===== src/rv_pkg.sv =====
// shared rv32im types; no csr types, data memory size must be a power of two
package rv_pkg;

    // sizes
    localparam int DMEM_WORDS = 256;
    localparam int DMEM_AW = $clog2(DMEM_WORDS);
    localparam logic [31:0] RESET_PC = 32'h0000_0000;

    typedef logic [31:0] word_t;
    typedef logic [4:0] reg_idx_t;

    // rv32 major opcodes
    typedef enum logic [6:0] {
        OP_LUI    = 7'b0110111,
        OP_AUIPC  = 7'b0010111,
        OP_JAL    = 7'b1101111,
        OP_JALR   = 7'b1100111,
        OP_BRANCH = 7'b1100011,
        OP_LOAD   = 7'b0000011,
        OP_STORE  = 7'b0100011,
        OP_ALUI   = 7'b0010011,
        OP_ALU    = 7'b0110011,
        OP_FENCE  = 7'b0001111,
        OP_SYSTEM = 7'b1110011
    } opcode_t;

    // encodings follow funct3
    typedef enum logic [2:0] {
        ALU_ADD  = 3'b000,
        ALU_SLL  = 3'b001,
        ALU_SLT  = 3'b010,
        ALU_SLTU = 3'b011,
        ALU_XOR  = 3'b100,
        ALU_SRL  = 3'b101,
        ALU_OR   = 3'b110,
        ALU_AND  = 3'b111
    } alu_op_t;

    typedef enum logic [2:0] {
        BL_BEQ  = 3'b000,
        BL_BNE  = 3'b001,
        BL_BLT  = 3'b100,
        BL_BGE  = 3'b101,
        BL_BLTU = 3'b110,
        BL_BGEU = 3'b111
    } branch_op_t;

    // funct3[1:0] of the M group
    typedef enum logic [1:0] {
        MUL_MUL    = 2'b00,
        MUL_MULH   = 2'b01,
        MUL_MULHSU = 2'b10,
        MUL_MULHU  = 2'b11
    } mul_op_t;

    // funct3[1:0] of loads and stores
    typedef enum logic [1:0] {
        BYTE = 2'b00,
        HALF = 2'b01,
        WORD = 2'b10
    } mem_width_t;

    typedef enum logic [1:0] {A_ZERO, A_RS1, A_PC} a_sel_t;
    typedef enum logic {B_RS2, B_IMM} b_sel_t;
    typedef enum logic [1:0] {WB_ALU, WB_MUL, WB_DM, WB_PC_PLUS_4} wb_sel_t;

    typedef struct packed {
        a_sel_t     a_sel;
        b_sel_t     b_sel;
        alu_op_t    alu_op;
        logic       sub_arith;
        mul_op_t    mul_op;
        logic       branch_instr;
        branch_op_t branch_op;
        logic       branch_always;
        // jalr target comes from rs1
        logic       jump_reg;
        logic       dmem_write;
        mem_width_t dmem_width;
        logic       dmem_sign;
        wb_sel_t    wb_sel;
        logic       wb_write;
    } ctrl_t;

    typedef struct packed {
        logic     valid;
        reg_idx_t rd;
        word_t    data;
    } retire_t;

endpackage


===== src/reg_file.sv =====
// 32 x 32 register file, async read, write on rising clk, x0 reads zero
`timescale 1ns/1ps

module reg_file (
    input  logic             clk,
    input  logic             rst,
    input  rv_pkg::reg_idx_t rs1,
    input  rv_pkg::reg_idx_t rs2,
    input  rv_pkg::reg_idx_t rd,
    input  logic             we,
    input  rv_pkg::word_t    wd,
    output rv_pkg::word_t    rd1,
    output rv_pkg::word_t    rd2
);

    rv_pkg::word_t regs [32];

    always_ff @(posedge clk) begin
        if (rst) begin
            for (int i = 0; i < 32; i++) begin
                regs[i] <= '0;
            end
        end else if (we && rd != '0) begin
            regs[rd] <= wd;
        end
    end

    // x0 forced on read as well
    assign rd1 = (rs1 == '0) ? '0 : regs[rs1];
    assign rd2 = (rs2 == '0) ? '0 : regs[rs2];

endmodule


===== config.mk =====
export PLATFORM = sky130hd
export DESIGN_NAME = reg_file
export DESIGN_NICKNAME = d
export VERILOG_FILES = /design/src/rv_pkg.sv /design/src/reg_file.sv
export SDC_FILE = /design/constraint.sdc
export NUM_CORES = 2
export LEC_CHECK = 0
export BUFFER_PORTS_ARGS = -buffer_cell sky130_fd_sc_hd__buf_2
export CORE_MARGIN = 1.5
export CORE_UTILIZATION = 25
export CTS_BUF_LIST = sky130_fd_sc_hd__clkbuf_8
export CTS_CLUSTER_SIZE = 20
export DETAILED_ROUTE_END_ITERATION = 8
export GPL_TIMING_DRIVEN = 0
export MAX_ROUTING_LAYER = met4
export PLACE_DENSITY = 0.49
export SKIP_LAST_GASP = 1
export SLEW_MARGIN = 20
export SYNTH_ARGS = -nofsm -noshare
export SYNTH_HDL_FRONTEND = slang
export SYNTH_SLANG_ARGS = --single-unit

===== constraint.sdc =====
create_clock -name clk -period 3.5 [get_ports clk]
set_clock_uncertainty 0.1 [all_clocks]
set_input_delay 0.35 -clock clk [delete_from_list [all_inputs] [get_ports clk]]
set_output_delay 0.35 -clock clk [all_outputs]
set_load 0.02 [all_outputs]

==> results.yml <==
floorplanning:
  std_cell_rows: 170
  die_x_um: 469
  start_util: 0.252
  io_pins: 114
  core_area_mm2: 0.215
  fp.dieH_um: 469
  die_area_mm2: 0.220
run:
  cap_viol_max_count: 0
finish:
  largest_reg_flops: 1024
  nets: 3924
  drive_gt1_frac: 0.295
  nFillCells: 21500
  area_delta_synth_final_pct: 17.5
  seqCellArea_mm2: 0.0307
  top_register: "regs"
  finish.instance_area_mm2: 0.0637
  top_regs: "regs x1024"
  final_util: 0.296
  multi_input_area_mm2: 0.0230
timing:
  max-slew-margin-rel: 0.124
  slew_violations: 0
  min_period_over_period: 1.03
  setup_viol: 63
  min_period_ps: 3600
  rsz0062_at_grt: "yes"
  hold_viol: 0
  fin_worst_hold_slack_ps: 195
  layout_setup_ws_ps: -99.5
  timing.fmax_mhz: 278
  tightest_slew_ps: 1310
clock_network:
  clk_pin_slew_ps: 60
  cts.sinks: 1024
  cts_tree: "built"
  cts-buffers-inserted: 186
  cts_buffer_depth: 3
  cts_root_buf: "clkbuf_8"
  htreeDepth: 4
synth:
  yosys.cell_count.top_type: "edfxtp_1"
  synth_commonest_cells: "edfxtp_1, and2_1, mux4_2"
  synthArstFlopShare: 0
  synth_ff_type: "edfxtp_1"
  synth_warnings: 0
  synth_top_area_frac: 0.567
  ys_ff_latch: 1024
  synth_seq_area_share: 0.567
  synth_cell_type_count: 42
  syn_area_mm2: 0.0543
  yosysTopAreaCell: "edfxtp_1"
  syn_avg_cell_area_um2: 15.5
  synth_area_leaders: "edfxtp_1, mux4_2, and2_1"
  synth_edf_count: 1024
  postSynthCellCount: 3502
place:
  post-place-ws_ps: -1500
  dp_hpwl_um: 166000
  gp_congestion: 0.964
  io_buffers: 107
  dpl-instance-area_mm2: 0.0588
power_and_ir_drop:
  ir_worst_vdd_mv: 0.357
  power.leakage_nw: 21.6
  pwr_density_cell_mw_per_mm2: 465
worst_setup_path:
  critPathLaunch: "rst"
  cp.arrival_ps: 4050
  critPathKind: "input pin to register"
  start_kind: "input pin"
  endpoint: "regs[16][3]"
  crit_required_ps: 3950
  cp_max_fo: 32
  cp-end-kind: "register"
global_route:
  grt_pass1_vias: 35500
  grt_max_degree: 33
  antenna_found_initial: 23
  grt_pass1_wl_um: 319000
  globalRouteOverflowTotal: 0
  grt_use_total: 0.223
status:
  outcome: "finished with violations"
  violations: "setup timing"
drt:
  vias_per_cell: 5.34
  initialDrtViolationCount: 4707
  drcViolationCount: 0
  vias: 36600
  totalWireLength_um: 243000
  drtAntennaViolNets: 0
  first_pass_iters: 8
  wl_per_cell_um: 35.4
min_path:
  hold_path_class: "input pin to register"
[report_power, final]
part	internal, mW	switching (mW)
Sequential	14.2	0.363
Combinational	1.68	2.84
Clock	5.10	5.50
Total	21.0	8.70
[area by class of cell]
type                       instances  area share
antenna                           14    0.000550
buffer                           381      0.0317
clock buffer                     188      0.0406
clock inverter                   132     0.00986
inverter                           2    0.000118
multi-input combinational       2120       0.361
sequential                      1024       0.482
tap                             2838      0.0557
timing repair buffer             159      0.0179
[per-layer routing]
metal | part of all wire | vias up | track usage
li1 | - | 14400 | -
met1 | 0.40 | 19400 | 0.284
met2 | 0.45 | 2278 | 0.330
met3 | 0.088 | 592 | 0.0453
met4 | 0.066 | 0 | 0.129
met5 | 0 | - | -
[logic make-up after synthesis]
group           synth area share
compound gates            0.0365
buf+inv                   0.0335
flops                      0.567
mux                        0.230
other cells            0.0000691
simple gates               0.133
[repair_timing]
item	4_1_cts	5_1_grt
hold buffers	33	0
pin swaps	16	5
resized for setup	249	32
endpoints found under the setup margin	64	29
setup buffers	3	1
hold endpoints to repair	323	0
[stage by stage]
stage,TNS [ps],power [mW],instances
4_1_cts,-810,29.6,6845
3_5_place_dp,-83610,19.0,6493
2_1_floorplan,0,16.9,3533
3_3_place_gp,-218750,18.9,6478
5_1_grt,-83.6,30.3,6852
6_report,-2940,29.7,6858
[critical path, cell delays in order]
cell	delay (ps)
dlygate4sd3_1	540
buf_2	230
or4b_2	630
clkbuf_1	330
nor2_1	1080
or2_4	750
[how the worst min path moves through the flow]
stage / depth (start not counted) / endpoint / start / slack (ps)
6_report: 4 / regs[4][0] / rd[2] / 190
5_1_grt: 4 / regs[14][0] / rd[2] / 190
4_1_cts: 4 / regs[4][0] / rd[2] / 110
3_5_place_dp: 2 / regs[1][31] / wd[31] / 590
3_3_place_gp: 2 / regs[1][31] / wd[31] / 580
2_1_floorplan: 1 / regs[1][31] / wd[31] / 450
[placed cells by master (no fill, tap or decap), drive strengths merged, types with 54 or more instances in the layout]
master	count
o22ai	103
edfxtp	1024
and2	995
nor3	54
mux4	472
mux2i	150
buf	236
inv	76
clkbuf	457
a2111oi	55
Note: power is estimated with default switching activity, not from simulation.
