--- config.mk ---
export PLATFORM = sky130hd
export DESIGN_NAME = rv_execute
export DESIGN_NICKNAME = d
export VERILOG_FILES = /design/src/rv_pkg.sv /design/src/rv_execute.sv
export SDC_FILE = /design/constraint.sdc
export NUM_CORES = 2
export LEC_CHECK = 0
export ABC_AREA = 0
export BUFFER_PORTS_ARGS = -buffer_cell sky130_fd_sc_hd__buf_2
export CAP_MARGIN = 10
export CORE_MARGIN = 1
export CORE_UTILIZATION = 40
export DETAILED_ROUTE_END_ITERATION = 8
export GPL_TIMING_DRIVEN = 0
export MAX_ROUTING_LAYER = met4
export PLACE_DENSITY = 0.55
export REMOVE_ABC_BUFFERS = 1
export SYNTH_ARGS = -nofsm -noshare
export SYNTH_HDL_FRONTEND = slang
export SYNTH_SLANG_ARGS = --single-unit
--- constraint.sdc ---
create_clock -name vclk -period 20
set_input_delay 0 -clock vclk [all_inputs]
set_output_delay 0 -clock vclk [all_outputs]
set_load 0.01 [all_outputs]
--- src/rv_pkg.sv ---
// shared rv32im types; no csr types, data memory size must be a power of two
package rv_pkg;

    // sizes
    localparam int DMEM_WORDS = 256;
    localparam int DMEM_AW = $clog2(DMEM_WORDS);
    localparam logic [31:0] RESET_PC = 32'h0000_0000;

    typedef logic [31:0] word_t;
    typedef logic [4:0] reg_idx_t;

    // rv32 major opcodes
    typedef enum logic [6:0] {
        OP_LUI    = 7'b0110111,
        OP_AUIPC  = 7'b0010111,
        OP_JAL    = 7'b1101111,
        OP_JALR   = 7'b1100111,
        OP_BRANCH = 7'b1100011,
        OP_LOAD   = 7'b0000011,
        OP_STORE  = 7'b0100011,
        OP_ALUI   = 7'b0010011,
        OP_ALU    = 7'b0110011,
        OP_FENCE  = 7'b0001111,
        OP_SYSTEM = 7'b1110011
    } opcode_t;

    // encodings follow funct3
    typedef enum logic [2:0] {
        ALU_ADD  = 3'b000,
        ALU_SLL  = 3'b001,
        ALU_SLT  = 3'b010,
        ALU_SLTU = 3'b011,
        ALU_XOR  = 3'b100,
        ALU_SRL  = 3'b101,
        ALU_OR   = 3'b110,
        ALU_AND  = 3'b111
    } alu_op_t;

    typedef enum logic [2:0] {
        BL_BEQ  = 3'b000,
        BL_BNE  = 3'b001,
        BL_BLT  = 3'b100,
        BL_BGE  = 3'b101,
        BL_BLTU = 3'b110,
        BL_BGEU = 3'b111
    } branch_op_t;

    // funct3[1:0] of the M group
    typedef enum logic [1:0] {
        MUL_MUL    = 2'b00,
        MUL_MULH   = 2'b01,
        MUL_MULHSU = 2'b10,
        MUL_MULHU  = 2'b11
    } mul_op_t;

    // funct3[1:0] of loads and stores
    typedef enum logic [1:0] {
        BYTE = 2'b00,
        HALF = 2'b01,
        WORD = 2'b10
    } mem_width_t;

    typedef enum logic [1:0] {A_ZERO, A_RS1, A_PC} a_sel_t;
    typedef enum logic {B_RS2, B_IMM} b_sel_t;
    typedef enum logic [1:0] {WB_ALU, WB_MUL, WB_DM, WB_PC_PLUS_4} wb_sel_t;

    typedef struct packed {
        a_sel_t     a_sel;
        b_sel_t     b_sel;
        alu_op_t    alu_op;
        logic       sub_arith;
        mul_op_t    mul_op;
        logic       branch_instr;
        branch_op_t branch_op;
        logic       branch_always;
        // jalr target comes from rs1
        logic       jump_reg;
        logic       dmem_write;
        mem_width_t dmem_width;
        logic       dmem_sign;
        wb_sel_t    wb_sel;
        logic       wb_write;
    } ctrl_t;

    typedef struct packed {
        logic     valid;
        reg_idx_t rd;
        word_t    data;
    } retire_t;

endpackage

--- src/rv_execute.sv ---
// combinational execute; alu adder also forms branch and jump targets, no division
`timescale 1ns/1ps

module rv_execute (
    input  rv_pkg::word_t pc,
    input  rv_pkg::word_t imm,
    input  rv_pkg::word_t rs1_data,
    input  rv_pkg::word_t rs2_data,
    input  rv_pkg::ctrl_t ctrl,
    output rv_pkg::word_t alu_result,
    output rv_pkg::word_t mul_result,
    output rv_pkg::word_t next_pc
);

    rv_pkg::word_t      op_a;
    rv_pkg::word_t      op_b;
    logic [4:0]         shamt;
    rv_pkg::word_t      sra_result;
    logic               a_signed;
    logic               b_signed;
    logic signed [32:0] mul_a;
    logic signed [32:0] mul_b;
    logic signed [63:0] product;
    logic               taken;

    // operand muxes
    always_comb begin
        case (ctrl.a_sel)
            rv_pkg::A_RS1: op_a = rs1_data;
            rv_pkg::A_PC:  op_a = pc;
            default:       op_a = '0;
        endcase
    end

    assign op_b  = (ctrl.b_sel == rv_pkg::B_RS2) ? rs2_data : imm;
    assign shamt = op_b[4:0];

    // kept on its own so the shift stays signed
    assign sra_result = $signed(op_a) >>> shamt;

    always_comb begin
        case (ctrl.alu_op)
            rv_pkg::ALU_ADD:  alu_result = ctrl.sub_arith ? op_a - op_b : op_a + op_b;
            rv_pkg::ALU_SLL:  alu_result = op_a << shamt;
            rv_pkg::ALU_SLT:  alu_result = {31'b0, $signed(op_a) < $signed(op_b)};
            rv_pkg::ALU_SLTU: alu_result = {31'b0, op_a < op_b};
            rv_pkg::ALU_XOR:  alu_result = op_a ^ op_b;
            rv_pkg::ALU_SRL:  alu_result = ctrl.sub_arith ? sra_result : op_a >> shamt;
            rv_pkg::ALU_OR:   alu_result = op_a | op_b;
            default:          alu_result = op_a & op_b;
        endcase
    end

    // 33-bit operands cover signed, unsigned and mixed products
    assign a_signed = (ctrl.mul_op == rv_pkg::MUL_MULH) || (ctrl.mul_op == rv_pkg::MUL_MULHSU);
    assign b_signed = (ctrl.mul_op == rv_pkg::MUL_MULH);
    assign mul_a    = {a_signed & op_a[31], op_a};
    assign mul_b    = {b_signed & op_b[31], op_b};
    assign product  = mul_a * mul_b;

    assign mul_result = (ctrl.mul_op == rv_pkg::MUL_MUL) ? product[31:0] : product[63:32];

    // branch condition on raw register values
    always_comb begin
        case (ctrl.branch_op)
            rv_pkg::BL_BEQ:  taken = rs1_data == rs2_data;
            rv_pkg::BL_BNE:  taken = rs1_data != rs2_data;
            rv_pkg::BL_BLT:  taken = $signed(rs1_data) < $signed(rs2_data);
            rv_pkg::BL_BGE:  taken = $signed(rs1_data) >= $signed(rs2_data);
            rv_pkg::BL_BLTU: taken = rs1_data < rs2_data;
            rv_pkg::BL_BGEU: taken = rs1_data >= rs2_data;
            default:         taken = 1'b0;
        endcase
    end

    always_comb begin
        if (ctrl.branch_always || (ctrl.branch_instr && taken)) begin
            next_pc = ctrl.jump_reg ? {alu_result[31:1], 1'b0} : alu_result;
        end else begin
            next_pc = pc + 32'd4;
        end
    end

endmodule

==> impl_metrics.toml <==
[die]
pin_count = 246
initial_core_util_pct = 40.5
dieArea_um2 = 122000
die_y_um = 349
core-area_um2 = 119000
dieWidth_um = 349
rows = 126

[placed_design]
dp_hpwl_mm = 172
numPortBuffers = 239
finalWeightedCongestion = 1.01
placed_cells = 7392

[finish]
finalNonFillerCells = 7408
layout_common_cells = "inv_1 (1198), fa_1 (1127), nand2_1 (812), nor2_1 (629), ha_1 (344)"
seq_cells = 0
area_growth_pct = 9.20
multiInputGateArea_um2 = 42600
nClkBuffers = 0
num-nets-final = 7424
final_common_cell = "inv_1"
drive_gt1_share_pct = 9.05
fin_util_pct = 44.3
final-seq-area_um2 = 0
nFillCells = 12100

[route]
vias_per_cell = 5.81
drtPass1Iterations = 6
ant_nets = 0
via_count = 43100
drtIter0Drc = 4589
drt-total-wl_mm = 209
drc = 0
routedWlPerCell_um = 28.3

[sta]
fmaxAchievable_ghz = 0.0757
setup_violations = 0
slew_violations = 0
setup_tns_ns = 0
fin_crit_sh_pct = 66.0
tightest_slew_ns = 1.39
min_period_ns = 13.21
hold_slack_ns = 0.264
hold_violations = 0
rsz0062_at_grt = "false"
max-slew-margin-rel_pct = 6.82

[setup_path]
cp-startpoint = "ctrl[21]"
crit_arrival_ns = 13.21
cp_common_cell = "fa_1"
crit_family = "adder cells"
cp_num_buf_inv = 10
critical_path.endpoint = "mul_result[26]"
required_ns = 20.00
cp-end-kind = "primary output"
cp_num_cells = 32
crit_path_top_delay_cell = "nor4_1"
slowest_delay_ns = 0.96
startpoint_type = "input port"
path_class = "input port to primary output"
crit_path_max_fanout = 26

[global_routing]
antenna_found_initial = 19
grt_max_degree = 97
first_global_vias = 43600
track_usage_pct = 35.5
grt.overflow.total = 0
grt_pass1_wl_mm = 304

[pwr]
power_switching_mw = 4.34
power_mw = 6.57
power_density_nw_per_um2 = 125
internal-power_mw = 2.23
swShare_pct = 66.1
p_leak_nw = 25.8
combPwrFrac_pct = 100.0
ir_worst_vdd_v = 0.000207
p_seq_share_pct = 0
p_clk_share_pct = 0

[run_status]
status = "completed"

[clock_tree]
cts_hold_buf = 0
post-cts-setup-buffer-count = 0
cts_resized = 0

[synth]
synth_cell_types = 95
synthesis.instances = 5803
synth_area_per_cell_um2 = 8.28
yosys_warnings = 0
syn-cell-area_um2 = 48100
ys_seq_area_share_pct = 0

[min_path]
hold_path.class = "input port to primary output"

[run]
max_cap_violations = 0
==> Yosys cell counts (37+ instances only) <==
library cell | count | share of area (%)
inv_1 | 1199 | 9.4
fa_1 | 1127 | 47
nand2_1 | 812 | 6.3
nor2_1 | 662 | 5.2
ha_1 | 346 | 9.0
clkbuf_1 | 246 | 1.9
a21oi_1 | 215 | 2.2
o21ai_0 | 138 | 1.4
xnor2_1 | 80 | 1.5
a21o_1 | 71 | 1.1
buf_1 | 56 | 0.44
nand3_1 | 52 | 0.54
mux4_2 | 48 | 2.2
xor2_1 | 40 | 0.73
o211ai_1 | 39 | 0.61
a22oi_1 | 37 | 0.58
a31oi_1 | 37 | 0.48
nor3_1 | 37 | 0.39
==> worst min-delay path by stage <==
stage	start	end	slack, ns	cells after the start
2_1_floorplan	ctrl[7]	next_pc[0]	0.09	1
3_3_place_gp	ctrl[7]	next_pc[0]	0.27	3
3_5_place_dp	ctrl[7]	next_pc[0]	0.26	3
4_1_cts	ctrl[7]	next_pc[0]	0.26	3
5_1_grt	ctrl[7]	next_pc[0]	0.28	3
6_report	ctrl[7]	next_pc[0]	0.26	3
==> power groups by stage <==
| stage | Clock, mW | Sequential [mW] | Combinational (mW) |
|---|---|---|---|
| 2_1_floorplan | 0 | 0 | 3.89 |
| 3_3_place_gp | 0 | 0 | 6.45 |
| 3_5_place_dp | 0 | 0 | 6.51 |
| 4_1_cts | 0 | 0 | 6.56 |
| 5_1_grt | 0.00000000460 | 0 | 7.18 |
| 6_report | 0.0000000109 | 0 | 6.57 |
==> layer usage <==
layer,vias to the layer above,track usage [%],part of all wire [%]
met5,-,-,0
met4,0,15.3,5.7
met3,439,8.14,11
met2,2362,52.5,44
met1,22300,46.6,40
li1,17900,-,-
==> cell families (layout without fill, tap and decap cells) <==
logic type	Yosys count	after routing	synth area share, %
buffers and inverters	1566	1562	12.3
AND/OR/NAND/NOR	1717	1717	14.6
AO/OA/AOI/OAI	812	812	11.1
other	0	9	0
adder cells (fa/ha/maj)	1473	1473	56.0
XOR/XNOR	120	120	2.19
multiplexers	115	115	3.80
==> cell type report <==
class | count | area share, %
Antenna cell | 9 | 0.0429
Inverter | 1232 | 8.84
Timing Repair Buffer | 330 | 6.06
Multi-Input combinational cell | 4237 | 81.2
Tap cell | 1600 | 3.81
==> per-stage QoR <==
step	area, um2	worst slack (ns)
after detailed placement	52300	6.66
after global routing	52500	6.84
after CTS	52300	6.57
final	52500	6.79
after floorplan	46700	8.91
after global placement	49900	1.82
Power figures use the tool's default switching activity.
