===== src/rv_pkg.sv =====
// shared rv32im types; no csr types, data memory size must be a power of two
package rv_pkg;

    // sizes
    localparam int DMEM_WORDS = 256;
    localparam int DMEM_AW = $clog2(DMEM_WORDS);
    localparam logic [31:0] RESET_PC = 32'h0000_0000;

    typedef logic [31:0] word_t;
    typedef logic [4:0] reg_idx_t;

    // rv32 major opcodes
    typedef enum logic [6:0] {
        OP_LUI    = 7'b0110111,
        OP_AUIPC  = 7'b0010111,
        OP_JAL    = 7'b1101111,
        OP_JALR   = 7'b1100111,
        OP_BRANCH = 7'b1100011,
        OP_LOAD   = 7'b0000011,
        OP_STORE  = 7'b0100011,
        OP_ALUI   = 7'b0010011,
        OP_ALU    = 7'b0110011,
        OP_FENCE  = 7'b0001111,
        OP_SYSTEM = 7'b1110011
    } opcode_t;

    // encodings follow funct3
    typedef enum logic [2:0] {
        ALU_ADD  = 3'b000,
        ALU_SLL  = 3'b001,
        ALU_SLT  = 3'b010,
        ALU_SLTU = 3'b011,
        ALU_XOR  = 3'b100,
        ALU_SRL  = 3'b101,
        ALU_OR   = 3'b110,
        ALU_AND  = 3'b111
    } alu_op_t;

    typedef enum logic [2:0] {
        BL_BEQ  = 3'b000,
        BL_BNE  = 3'b001,
        BL_BLT  = 3'b100,
        BL_BGE  = 3'b101,
        BL_BLTU = 3'b110,
        BL_BGEU = 3'b111
    } branch_op_t;

    // funct3[1:0] of the M group
    typedef enum logic [1:0] {
        MUL_MUL    = 2'b00,
        MUL_MULH   = 2'b01,
        MUL_MULHSU = 2'b10,
        MUL_MULHU  = 2'b11
    } mul_op_t;

    // funct3[1:0] of loads and stores
    typedef enum logic [1:0] {
        BYTE = 2'b00,
        HALF = 2'b01,
        WORD = 2'b10
    } mem_width_t;

    typedef enum logic [1:0] {A_ZERO, A_RS1, A_PC} a_sel_t;
    typedef enum logic {B_RS2, B_IMM} b_sel_t;
    typedef enum logic [1:0] {WB_ALU, WB_MUL, WB_DM, WB_PC_PLUS_4} wb_sel_t;

    typedef struct packed {
        a_sel_t     a_sel;
        b_sel_t     b_sel;
        alu_op_t    alu_op;
        logic       sub_arith;
        mul_op_t    mul_op;
        logic       branch_instr;
        branch_op_t branch_op;
        logic       branch_always;
        // jalr target comes from rs1
        logic       jump_reg;
        logic       dmem_write;
        mem_width_t dmem_width;
        logic       dmem_sign;
        wb_sel_t    wb_sel;
        logic       wb_write;
    } ctrl_t;

    typedef struct packed {
        logic     valid;
        reg_idx_t rd;
        word_t    data;
    } retire_t;

endpackage


===== src/rv_decoder.sv =====
// purely combinational decode; csr, fence, division and unknown opcodes decode as no-ops
`timescale 1ns/1ps

module rv_decoder (
    input  rv_pkg::word_t    instr,
    output rv_pkg::reg_idx_t rs1,
    output rv_pkg::reg_idx_t rs2,
    output rv_pkg::reg_idx_t rd,
    output rv_pkg::word_t    imm,
    output rv_pkg::ctrl_t    ctrl
);

    logic [6:0] funct7;
    logic [2:0] funct3;
    logic [6:0] op;

    rv_pkg::word_t imm_i;
    rv_pkg::word_t imm_s;
    rv_pkg::word_t imm_b;
    rv_pkg::word_t imm_u;
    rv_pkg::word_t imm_j;

    // field splitters
    assign funct7 = instr[31:25];
    assign funct3 = instr[14:12];
    assign op     = instr[6:0];
    assign rs2    = instr[24:20];
    assign rs1    = instr[19:15];
    assign rd     = instr[11:7];

    // immediate formats
    assign imm_i = {{20{instr[31]}}, instr[31:20]};
    assign imm_s = {{20{instr[31]}}, instr[31:25], instr[11:7]};
    assign imm_b = {{20{instr[31]}}, instr[7], instr[30:25], instr[11:8], 1'b0};
    assign imm_u = {instr[31:12], 12'b0};
    assign imm_j = {{12{instr[31]}}, instr[19:12], instr[20], instr[30:21], 1'b0};

    always_comb begin
        // defaults write nothing
        imm                = '0;
        ctrl.a_sel         = rv_pkg::A_ZERO;
        ctrl.b_sel         = rv_pkg::B_IMM;
        ctrl.alu_op        = rv_pkg::ALU_ADD;
        ctrl.sub_arith     = 1'b0;
        ctrl.mul_op        = rv_pkg::MUL_MUL;
        ctrl.branch_instr  = 1'b0;
        ctrl.branch_op     = rv_pkg::BL_BEQ;
        ctrl.branch_always = 1'b0;
        ctrl.jump_reg      = 1'b0;
        ctrl.dmem_write    = 1'b0;
        ctrl.dmem_width    = rv_pkg::WORD;
        ctrl.dmem_sign     = 1'b0;
        ctrl.wb_sel        = rv_pkg::WB_ALU;
        ctrl.wb_write      = 1'b0;

        case (rv_pkg::opcode_t'(op))
            rv_pkg::OP_LUI: begin
                imm           = imm_u;
                ctrl.wb_write = 1'b1;
            end
            rv_pkg::OP_AUIPC: begin
                imm           = imm_u;
                ctrl.a_sel    = rv_pkg::A_PC;
                ctrl.wb_write = 1'b1;
            end
            // jump targets come out of the alu adder
            rv_pkg::OP_JAL: begin
                imm                = imm_j;
                ctrl.a_sel         = rv_pkg::A_PC;
                ctrl.branch_always = 1'b1;
                ctrl.wb_sel        = rv_pkg::WB_PC_PLUS_4;
                ctrl.wb_write      = 1'b1;
            end
            rv_pkg::OP_JALR: begin
                imm                = imm_i;
                ctrl.a_sel         = rv_pkg::A_RS1;
                ctrl.branch_always = 1'b1;
                ctrl.jump_reg      = 1'b1;
                ctrl.wb_sel        = rv_pkg::WB_PC_PLUS_4;
                ctrl.wb_write      = 1'b1;
            end
            rv_pkg::OP_BRANCH: begin
                imm               = imm_b;
                ctrl.a_sel        = rv_pkg::A_PC;
                ctrl.branch_instr = 1'b1;
                ctrl.branch_op    = rv_pkg::branch_op_t'(funct3);
            end
            rv_pkg::OP_LOAD: begin
                imm             = imm_i;
                ctrl.a_sel      = rv_pkg::A_RS1;
                ctrl.dmem_width = rv_pkg::mem_width_t'(funct3[1:0]);
                ctrl.dmem_sign  = !funct3[2];
                ctrl.wb_sel     = rv_pkg::WB_DM;
                ctrl.wb_write   = 1'b1;
            end
            rv_pkg::OP_STORE: begin
                imm             = imm_s;
                ctrl.a_sel      = rv_pkg::A_RS1;
                ctrl.dmem_width = rv_pkg::mem_width_t'(funct3[1:0]);
                ctrl.dmem_write = 1'b1;
            end
            rv_pkg::OP_ALUI: begin
                imm           = imm_i;
                ctrl.a_sel    = rv_pkg::A_RS1;
                ctrl.alu_op   = rv_pkg::alu_op_t'(funct3);
                // bit 30 is immediate data except on srai
                ctrl.sub_arith = (rv_pkg::alu_op_t'(funct3) == rv_pkg::ALU_SRL) && instr[30];
                ctrl.wb_write = 1'b1;
            end
            rv_pkg::OP_ALU: begin
                ctrl.a_sel = rv_pkg::A_RS1;
                ctrl.b_sel = rv_pkg::B_RS2;
                if (funct7 == 7'b0000001) begin
                    // div/rem group left unimplemented
                    ctrl.mul_op   = rv_pkg::mul_op_t'(funct3[1:0]);
                    ctrl.wb_sel   = rv_pkg::WB_MUL;
                    ctrl.wb_write = !funct3[2];
                end else begin
                    ctrl.alu_op    = rv_pkg::alu_op_t'(funct3);
                    ctrl.sub_arith = instr[30];
                    ctrl.wb_write  = 1'b1;
                end
            end
            default: begin
                // fence, system and anything unknown keep the defaults
            end
        endcase
    end

endmodule


===== config.mk =====
export PLATFORM = sky130hd
export DESIGN_NAME = rv_decoder
export DESIGN_NICKNAME = d
export VERILOG_FILES = /design/src/rv_pkg.sv /design/src/rv_decoder.sv
export SDC_FILE = /design/constraint.sdc
export NUM_CORES = 1
export LEC_CHECK = 0
export BUFFER_PORTS_ARGS = -buffer_cell sky130_fd_sc_hd__buf_4
export CORE_AREA = 4 4 46 64
export DETAILED_ROUTE_END_ITERATION = 16
export DIE_AREA = 0 0 50 68
export GPL_ROUTABILITY_DRIVEN = 0
export PLACE_DENSITY = 0.93
export SLEW_MARGIN = 20
export SYNTH_ARGS = -nofsm -noshare
export SYNTH_HDL_FRONTEND = slang
export SYNTH_SLANG_ARGS = --single-unit

===== constraint.sdc =====
create_clock -name vclk -period 2.3
set_clock_uncertainty 0.2 [all_clocks]
set_input_delay 0.115 -clock vclk [all_inputs]
set_output_delay 0.115 -clock vclk [all_outputs]
set_load 0.03 [all_outputs]

==> results of run 1 <==
-- logic make-up (layout without fill, tap and decap cells) --
kind of cell / Yosys count / count (layout) / synth area share (%)
buffers and inverters: 25 / 106 / 18.95
AOI/OAI and AO/OA: 29 / 29 / 27.21
muxes: 1 / 1 / 1.282
and+or+nand+nor: 74 / 74 / 51.57
xor gates and xnor gates: 1 / 1 / 0.9973
-- cell usage after synthesis, types with 2 or more instances --
master    instances
inv_1             2
a21o_1            9
a22o_1            4
and2_1           11
o21ai_1           2
nor3_1            5
buf_4            16
nor2_1            8
or2_1             2
nor2b_1           2
nor3b_4           2
nand3b_1          4
buf_2             4
nand2_1          29
-- area by class of cell --
type	count	area, µm²
Fill cell	230	852.1
Inverter	3	11.26
Multi-Input combinational cell	105	711.9
Tap cell	34	42.54
Timing Repair Buffer	103	773.2
-- routing by layer --
metal	GRT usage [%]	vias up	part of all wire (%)
met3	2.832	0	7.4
met1	18.60	554	36
li1	-	605	-
met2	37.42	41	57
met4	0.6920	0	0
met5	0	-	0
-- power breakdown --
group          total, mW  internal [mW]  switching (mW)
Sequential             0              0               0
Clock                  0              0               0
Combinational      0.225         0.0953           0.130
Total              0.225         0.0953           0.130
-- worst paths after layout --
path  cells after the start  startpoint  endpoint  slack [ns]
max                       6    instr[5]   imm[20]        0.47
min                       2   instr[17]    rs1[2]        0.26
-- through the flow --
step / utilization (%) / std cells / setup slack [ns] / power, mW
finish: 64.36 / 245 / 0.4725 / 0.2252
global route: 64.36 / 245 / 0.3359 / 0.2385
global placement: 64.36 / 245 / 0.5501 / 0.2228
detailed placement: 64.36 / 245 / 0.4648 / 0.2257
floorplan: - / 130 / 0.3992 / 0.1371
CTS: 64.36 / 245 / 0.4611 / 0.2262
==> results.json, run 1 <==
{
  "outcome": "finished clean",
  "coreArea_mm2": 0.002391,
  "diodes": 0,
  "num_io_pins": 101,
  "final_common_cell": "buf_4",
  "synth_area_leaders": "buf_4, nand2_1, and2_1",
  "die_h_um": 68,
  "ant_nets": 0,
  "yosysSeqAreaShare_pct": 0,
  "vdd.ir_drop.worst_v": 0.00007984,
  "grt_usage_pct": 17.68,
  "ctsResizeCount": 0,
  "worst-endpoint-required_ns": 1.99,
  "cp.arrival_ns": 1.51,
  "port_buffers": 101,
  "drv_cap": 0,
  "grt-ovfl-total": 0,
  "min_period_ns": 1.828,
  "crit_type": "in -> out",
  "grt_pass1_wl_um": 5016,
  "start_util_pct": 36.73,
  "path_delay_family": "simple AND/OR/NAND/NOR gates",
  "drc": 0,
  "synth_fp_nets": 162,
  "final_nets": 245,
  "end_kind": "output port",
  "drt_wl_total_um": 3384,
  "syn-cell-area_um2": 878.3,
  "yosysWarnings": 0,
  "drive_gt1_share_pct": 54.98,
  "fin_tns_setup_ns": 0,
  "syn_area_per_cell_um2": 6.756,
  "hold_buffers": 0,
  "placed_area_mm2": 0.001539,
  "power.leakage_nw": 0.9342,
  "seq_area_um2": 0,
  "hold_viol_final": 0,
  "cp-start-kind": "input pin",
  "routed_via_density": 4.898,
  "syn_to_final_growth_pct": 75.21,
  "wl_per_cell_um": 13.81,
  "vias": 1200,
  "powerDensity_mw_per_mm2": 146.3,
  "yosysTopAreaCell": "buf_4",
  "cp_num_buf_inv": 2,
  "final_cell_mix": "buf_4, nand2_1, and2_1",
  "antenna_found_initial": 0,
  "grt_max_degree": 15,
  "max_slew.worst_pin.slew_ns": 0.3556,
  "crit_path_cell_trace": "buf_4 -> mux2_2 -> o22ai_2 -> nand2_1 -> nand2_1 -> buf_4",
  "hold_path_class": "in -> out",
  "synth.top_cell.area_share_pct": 13.68,
  "finalCritPeriodShare_pct": 79.46,
  "flops_and_latches": 0,
  "postCtsSetupBuffers": 0,
  "rows": 21,
  "stdcell_area_mm2": 0.001539,
  "grt_pass1_vias": 1111,
  "drt_iter0_markers": 14,
  "first_pass_iters": 4,
  "clkbuf_count": 0,
  "slew_headroom_pct": 76.15,
  "cpMaxStageDelayCell": "mux2_2",
  "max_freq_mhz": 547.2,
  "synth.distinct_cells": 44,
  "netlist_instances": 130,
  "finalSetupViolCount": 0,
  "die_w_um": 50,
  "cpPeakStageDelay_ns": 0.38,
  "fp.dieArea_mm2": 0.003400,
  "final_max_slew_viol_count": 0,
  "hpwl_um": 2821,
  "timing.hold.ws_ns": 0.2571,
  "rsz0062_at_grt": "false",
  "path_max_fanout": 14
}
No activity file was read; power rests on OpenSTA's default activity.
==> run 2, diff against run 1 <==
Settings changed: CORE_AREA 4 4 46 64 to 4 4 47 66, DIE_AREA 0 0 50 68 to 0 0 51 70, PLACE_DENSITY 0.93 to 0.89.
Clock period 2.3 ns to 1.7 ns, I/O delays scaled along.
==> run 2 against run 1 <==
Power grew 45%. Global-route usage up 0.063 points. Cell area up 8.8%. Die area grew 5.0%. Flip-flop and latch count unchanged. Sequential share of layout area stayed put. Wire length rose by 4.9%. Worst hold slack worse by 0.059 ns. Critical endpoint is now ctrl[13].
==> results.json, run 2 (synthesis gave the netlist of run 1 again) <==
{
  "drc": 0,
  "first_pass_iters": 4,
  "antenna_found_initial": 0,
  "port_buffers": 101,
  "placed_area_mm2": 0.001620,
  "clkbuf_count": 0,
  "timing.hold.ws_ns": 0.1982,
  "die_h_um": 70,
  "diodes": 0,
  "max_slew.worst_pin.slew_ns": 0.3508,
  "fin_util_pct": 65.40,
  "finalSetupViolCount": 0,
  "vdd.ir_drop.worst_v": 0.0001223,
  "end_kind": "output port",
  "num_io_pins": 101,
  "finalCritPeriodShare_pct": 98.11,
  "drv_cap": 0,
  "hold_buffers": 0,
  "seq_area_um2": 0,
  "hold_path_class": "in -> out",
  "grt_pass1_vias": 1157,
  "power.leakage_nw": 1.008,
  "cp.arrival_ns": 1.38,
  "final_cell_mix": "buf_4, nand2_1, and2_1",
  "grt-ovfl-total": 0,
  "powerDensity_mw_per_mm2": 195.4,
  "final_nets": 255,
  "rsz0062_at_grt": "true",
  "crit_type": "in -> out",
  "worst-endpoint-required_ns": 1.41,
  "grt_max_degree": 13,
  "routed_via_density": 4.856,
  "rows": 22,
  "syn_to_final_growth_pct": 90.60,
  "coreArea_mm2": 0.002560,
  "cp-start-kind": "input pin",
  "final_common_cell": "buf_4",
  "drt_iter0_markers": 22,
  "hold_viol_final": 0,
  "hold_depth": 2,
  "grt_usage_pct": 17.75,
  "grt_pass1_wl_um": 5313,
  "hpwl_um": 2915,
  "drive_gt1_share_pct": 60.18,
  "vias": 1248,
  "outcome": "finished clean",
  "ant_nets": 0,
  "die_w_um": 51,
  "stdcell_area_mm2": 0.001674,
  "path_max_fanout": 3,
  "flops_and_latches": 0,
  "start_util_pct": 34.31,
  "min_period_ns": 1.668,
  "slew_headroom_pct": 76.47,
  "fin_tns_setup_ns": 0,
  "drt_wl_total_um": 3550,
  "wl_per_cell_um": 13.81,
  "final_max_slew_viol_count": 0,
  "max_freq_mhz": 599.5,
  "fp.dieArea_mm2": 0.003570
}
==> run 2: changes by cell type in the layout (fill, tap and decap cells not counted), sizes merged <==
| cell | change |
|---|---|
| buf | +10 |
==> run 2: per-stage QoR <==
| step | cells | setup slack [ns] | power (mW) |
|---|---|---|---|
| after CTS | 255 | 0.0001454 | 0.3218 |
| after global routing | 257 | -0.05269 | 0.3457 |
| final | 257 | 0.03206 | 0.3272 |
| after detailed placement | 255 | -0.008025 | 0.3199 |
| after floorplan | 130 | 0.01645 | 0.1879 |
| after global placement | 255 | 0.01859 | 0.3160 |
==> run 2: worst max-delay path: stages <==
cell     delay (ns)
buf_6          0.09
or4_4          0.55
nor3_4         0.25
nand2_1        0.10
nor2_1         0.13
buf_4          0.17
==> run 2: layout make-up <==
type / count / area (µm²)
Inverter: 3 / 11.26
Multi-Input combinational cell: 105 / 750.7
Tap cell: 36 / 45.04
Fill cell: 241 / 885.9
Timing Repair Buffer: 113 / 867.1
==> run 2: layer usage <==
layer / part of all wire, % / wire length [µm] / GRT usage [%] / up-vias
met4: 0 / 0 / 0 / 0
met3: 6.9 / 245 / 1.279 / 0
met1: 37 / 1314 / 20.92 / 572
met2: 56 / 1990 / 35.29 / 46
met5: 0 / 0 / 0 / -
li1: - / - / - / 630
==> run 2: path summary, 6_finish.rpt <==
kind	startpoint	end
min	instr[19]	rs1[4]
max	instr[28]	ctrl[13]
==> run 2: timing repair <==
item,CTS,global route
gates resized for setup,1,9
setup buffers,0,2
pin swaps,1,4
setup endpoints to repair,1,15
==> run 2: power breakdown <==
group,internal [mW],switching [mW],total [mW]
clock network,0,0,0
logic,0.143,0.184,0.327
registers,0,0,0
==> run 3, diff against run 2 <==
Settings changed: PLACE_DENSITY 0.89 to unset, PLACE_DENSITY_LB_ADDON set to 0.15.
==> run 3 against run 2 <==
Power shrank 1.2%. Core utilization shrank 1.2 points. Critical path type unchanged. Critical endpoint is now ctrl[18]. Setup slack lost 0.0059 ns.
==> results.json, run 3 (synthesis gave the netlist of run 1 again) <==
{
  "multi_input_area_um2": 745.7,
  "final_common_cell": "buf_4",
  "drive_gt1_share_pct": 60.00,
  "final_cell_mix": "buf_4, nand2_1, and2_1",
  "grt_max_degree": 13,
  "syn_to_final_growth_pct": 87.04,
  "finalCritPeriodShare_pct": 98.46,
  "drc": 0,
  "wl_per_cell_um": 14.23,
  "num_io_pins": 101,
  "drt_wl_total_um": 3643,
  "p_comb_share_pct": 100.0,
  "outcome": "finished clean",
  "hold_path_class": "in -> out",
  "die_h_um": 70,
  "crit_type": "in -> out",
  "vias": 1253,
  "power_frac_seq_pct": 0,
  "ant_nets": 0,
  "antenna_found_initial": 0,
  "fin_util_pct": 64.17,
  "finalPower_uw": 323.4,
  "drv_cap": 0,
  "cp-start-kind": "input pin",
  "first_pass_iters": 4,
  "finalSetupViolCount": 0,
  "grt_pass1_vias": 1275,
  "vdd.ir_drop.worst_v": 0.0001268,
  "power.leakage_nw": 1.000,
  "rsz0062_at_grt": "true",
  "flops_and_latches": 0,
  "worst-endpoint-required_ns": 1.41,
  "start_util_pct": 34.31,
  "clkbuf_count": 0,
  "cp.arrival_ns": 1.39,
  "power_frac_clock_pct": 0,
  "die_w_um": 51,
  "coreArea_mm2": 0.002560,
  "end_kind": "output port",
  "final_max_slew_viol_count": 0,
  "fin_cells": 256,
  "max_slew.worst_pin.slew_ns": 0.3405,
  "grt_usage_pct": 18.93,
  "final_nets": 254,
  "powerDensity_mw_per_mm2": 196.8,
  "p_sw_share_pct": 56.85,
  "hold_viol_final": 0,
  "slew_headroom_pct": 77.16,
  "fillers": 255,
  "p_sw_uw": 183.9,
  "grt_pass1_wl_um": 5623,
  "seq_area_um2": 0,
  "grt-ovfl-total": 0,
  "port_buffers": 101,
  "max_freq_mhz": 597.4,
  "dp.cells": 254,
  "hpwl_um": 3096,
  "hold_buffers": 0,
  "routed_via_density": 4.895,
  "rows": 22,
  "diodes": 0,
  "p_int_uw": 139.5,
  "path_max_fanout": 3,
  "fp.dieArea_mm2": 0.003570,
  "min_period_ns": 1.674,
  "drt_iter0_markers": 12
}
==> run 3: changes by cell type in the layout (fill, tap and decap cells not counted), sizes merged <==
cell  before  now
buf      113  112
==> run 3: cell type report <==
cell class,count,area share [%]
Multi-Input combinational cell,105,45.39
Inverter,3,0.6855
Tap cell,36,2.742
Timing Repair Buffer,112,51.18
==> run 3: power groups by stage <==
stage | clock network [mW] | registers [mW] | logic [mW]
final | 0 | 0 | 0.323
after global routing | 0 | 0 | 0.343
after CTS | 0 | 0 | 0.321
after detailed placement | 0 | 0 | 0.320
after global placement | 0 | 0 | 0.315
after floorplan | 0 | 0 | 0.188
==> run 3: per-stage QoR <==
step	area [µm²]	hold WS, ns	setup slack, ns	setup TNS, ns
final	1643	0.1975	0.02616	0
after global placement	1613	0.1972	0.03864	0
after floorplan	897.1	0.03779	0.01645	0
after detailed placement	1613	0.1975	0.01440	0
after global routing	1643	0.2023	-0.01273	-0.02019
after CTS	1613	0.1987	0.007028	0
==> run 3: final timing paths <==
check / start / endpoint / cells past startpoint
worst min-delay path: instr[17] / rs1[2] / 2
worst max-delay path: instr[28] / ctrl[18] / 6
==> run 3: worst max-delay path: stages <==
cell	delay [ns]
buf_4	0.12
or4_4	0.55
nor3_4	0.24
nor2b_2	0.07
and2_1	0.16
buf_4	0.16
==> run 3: timing repair <==
action / CTS / global route
endpoints found under the setup margin: 0 / 5
buffers inserted: 0 / 2
gates resized for setup: 0 / 4
==> run 3: routing by layer <==
metal	GRT usage, %	part of all wire (%)	vias up
met2	37.88	53	69
met4	4.790	2.1	0
met5	0	0	-
li1	-	-	624
met3	2.132	8.3	6
met1	19.62	36	554
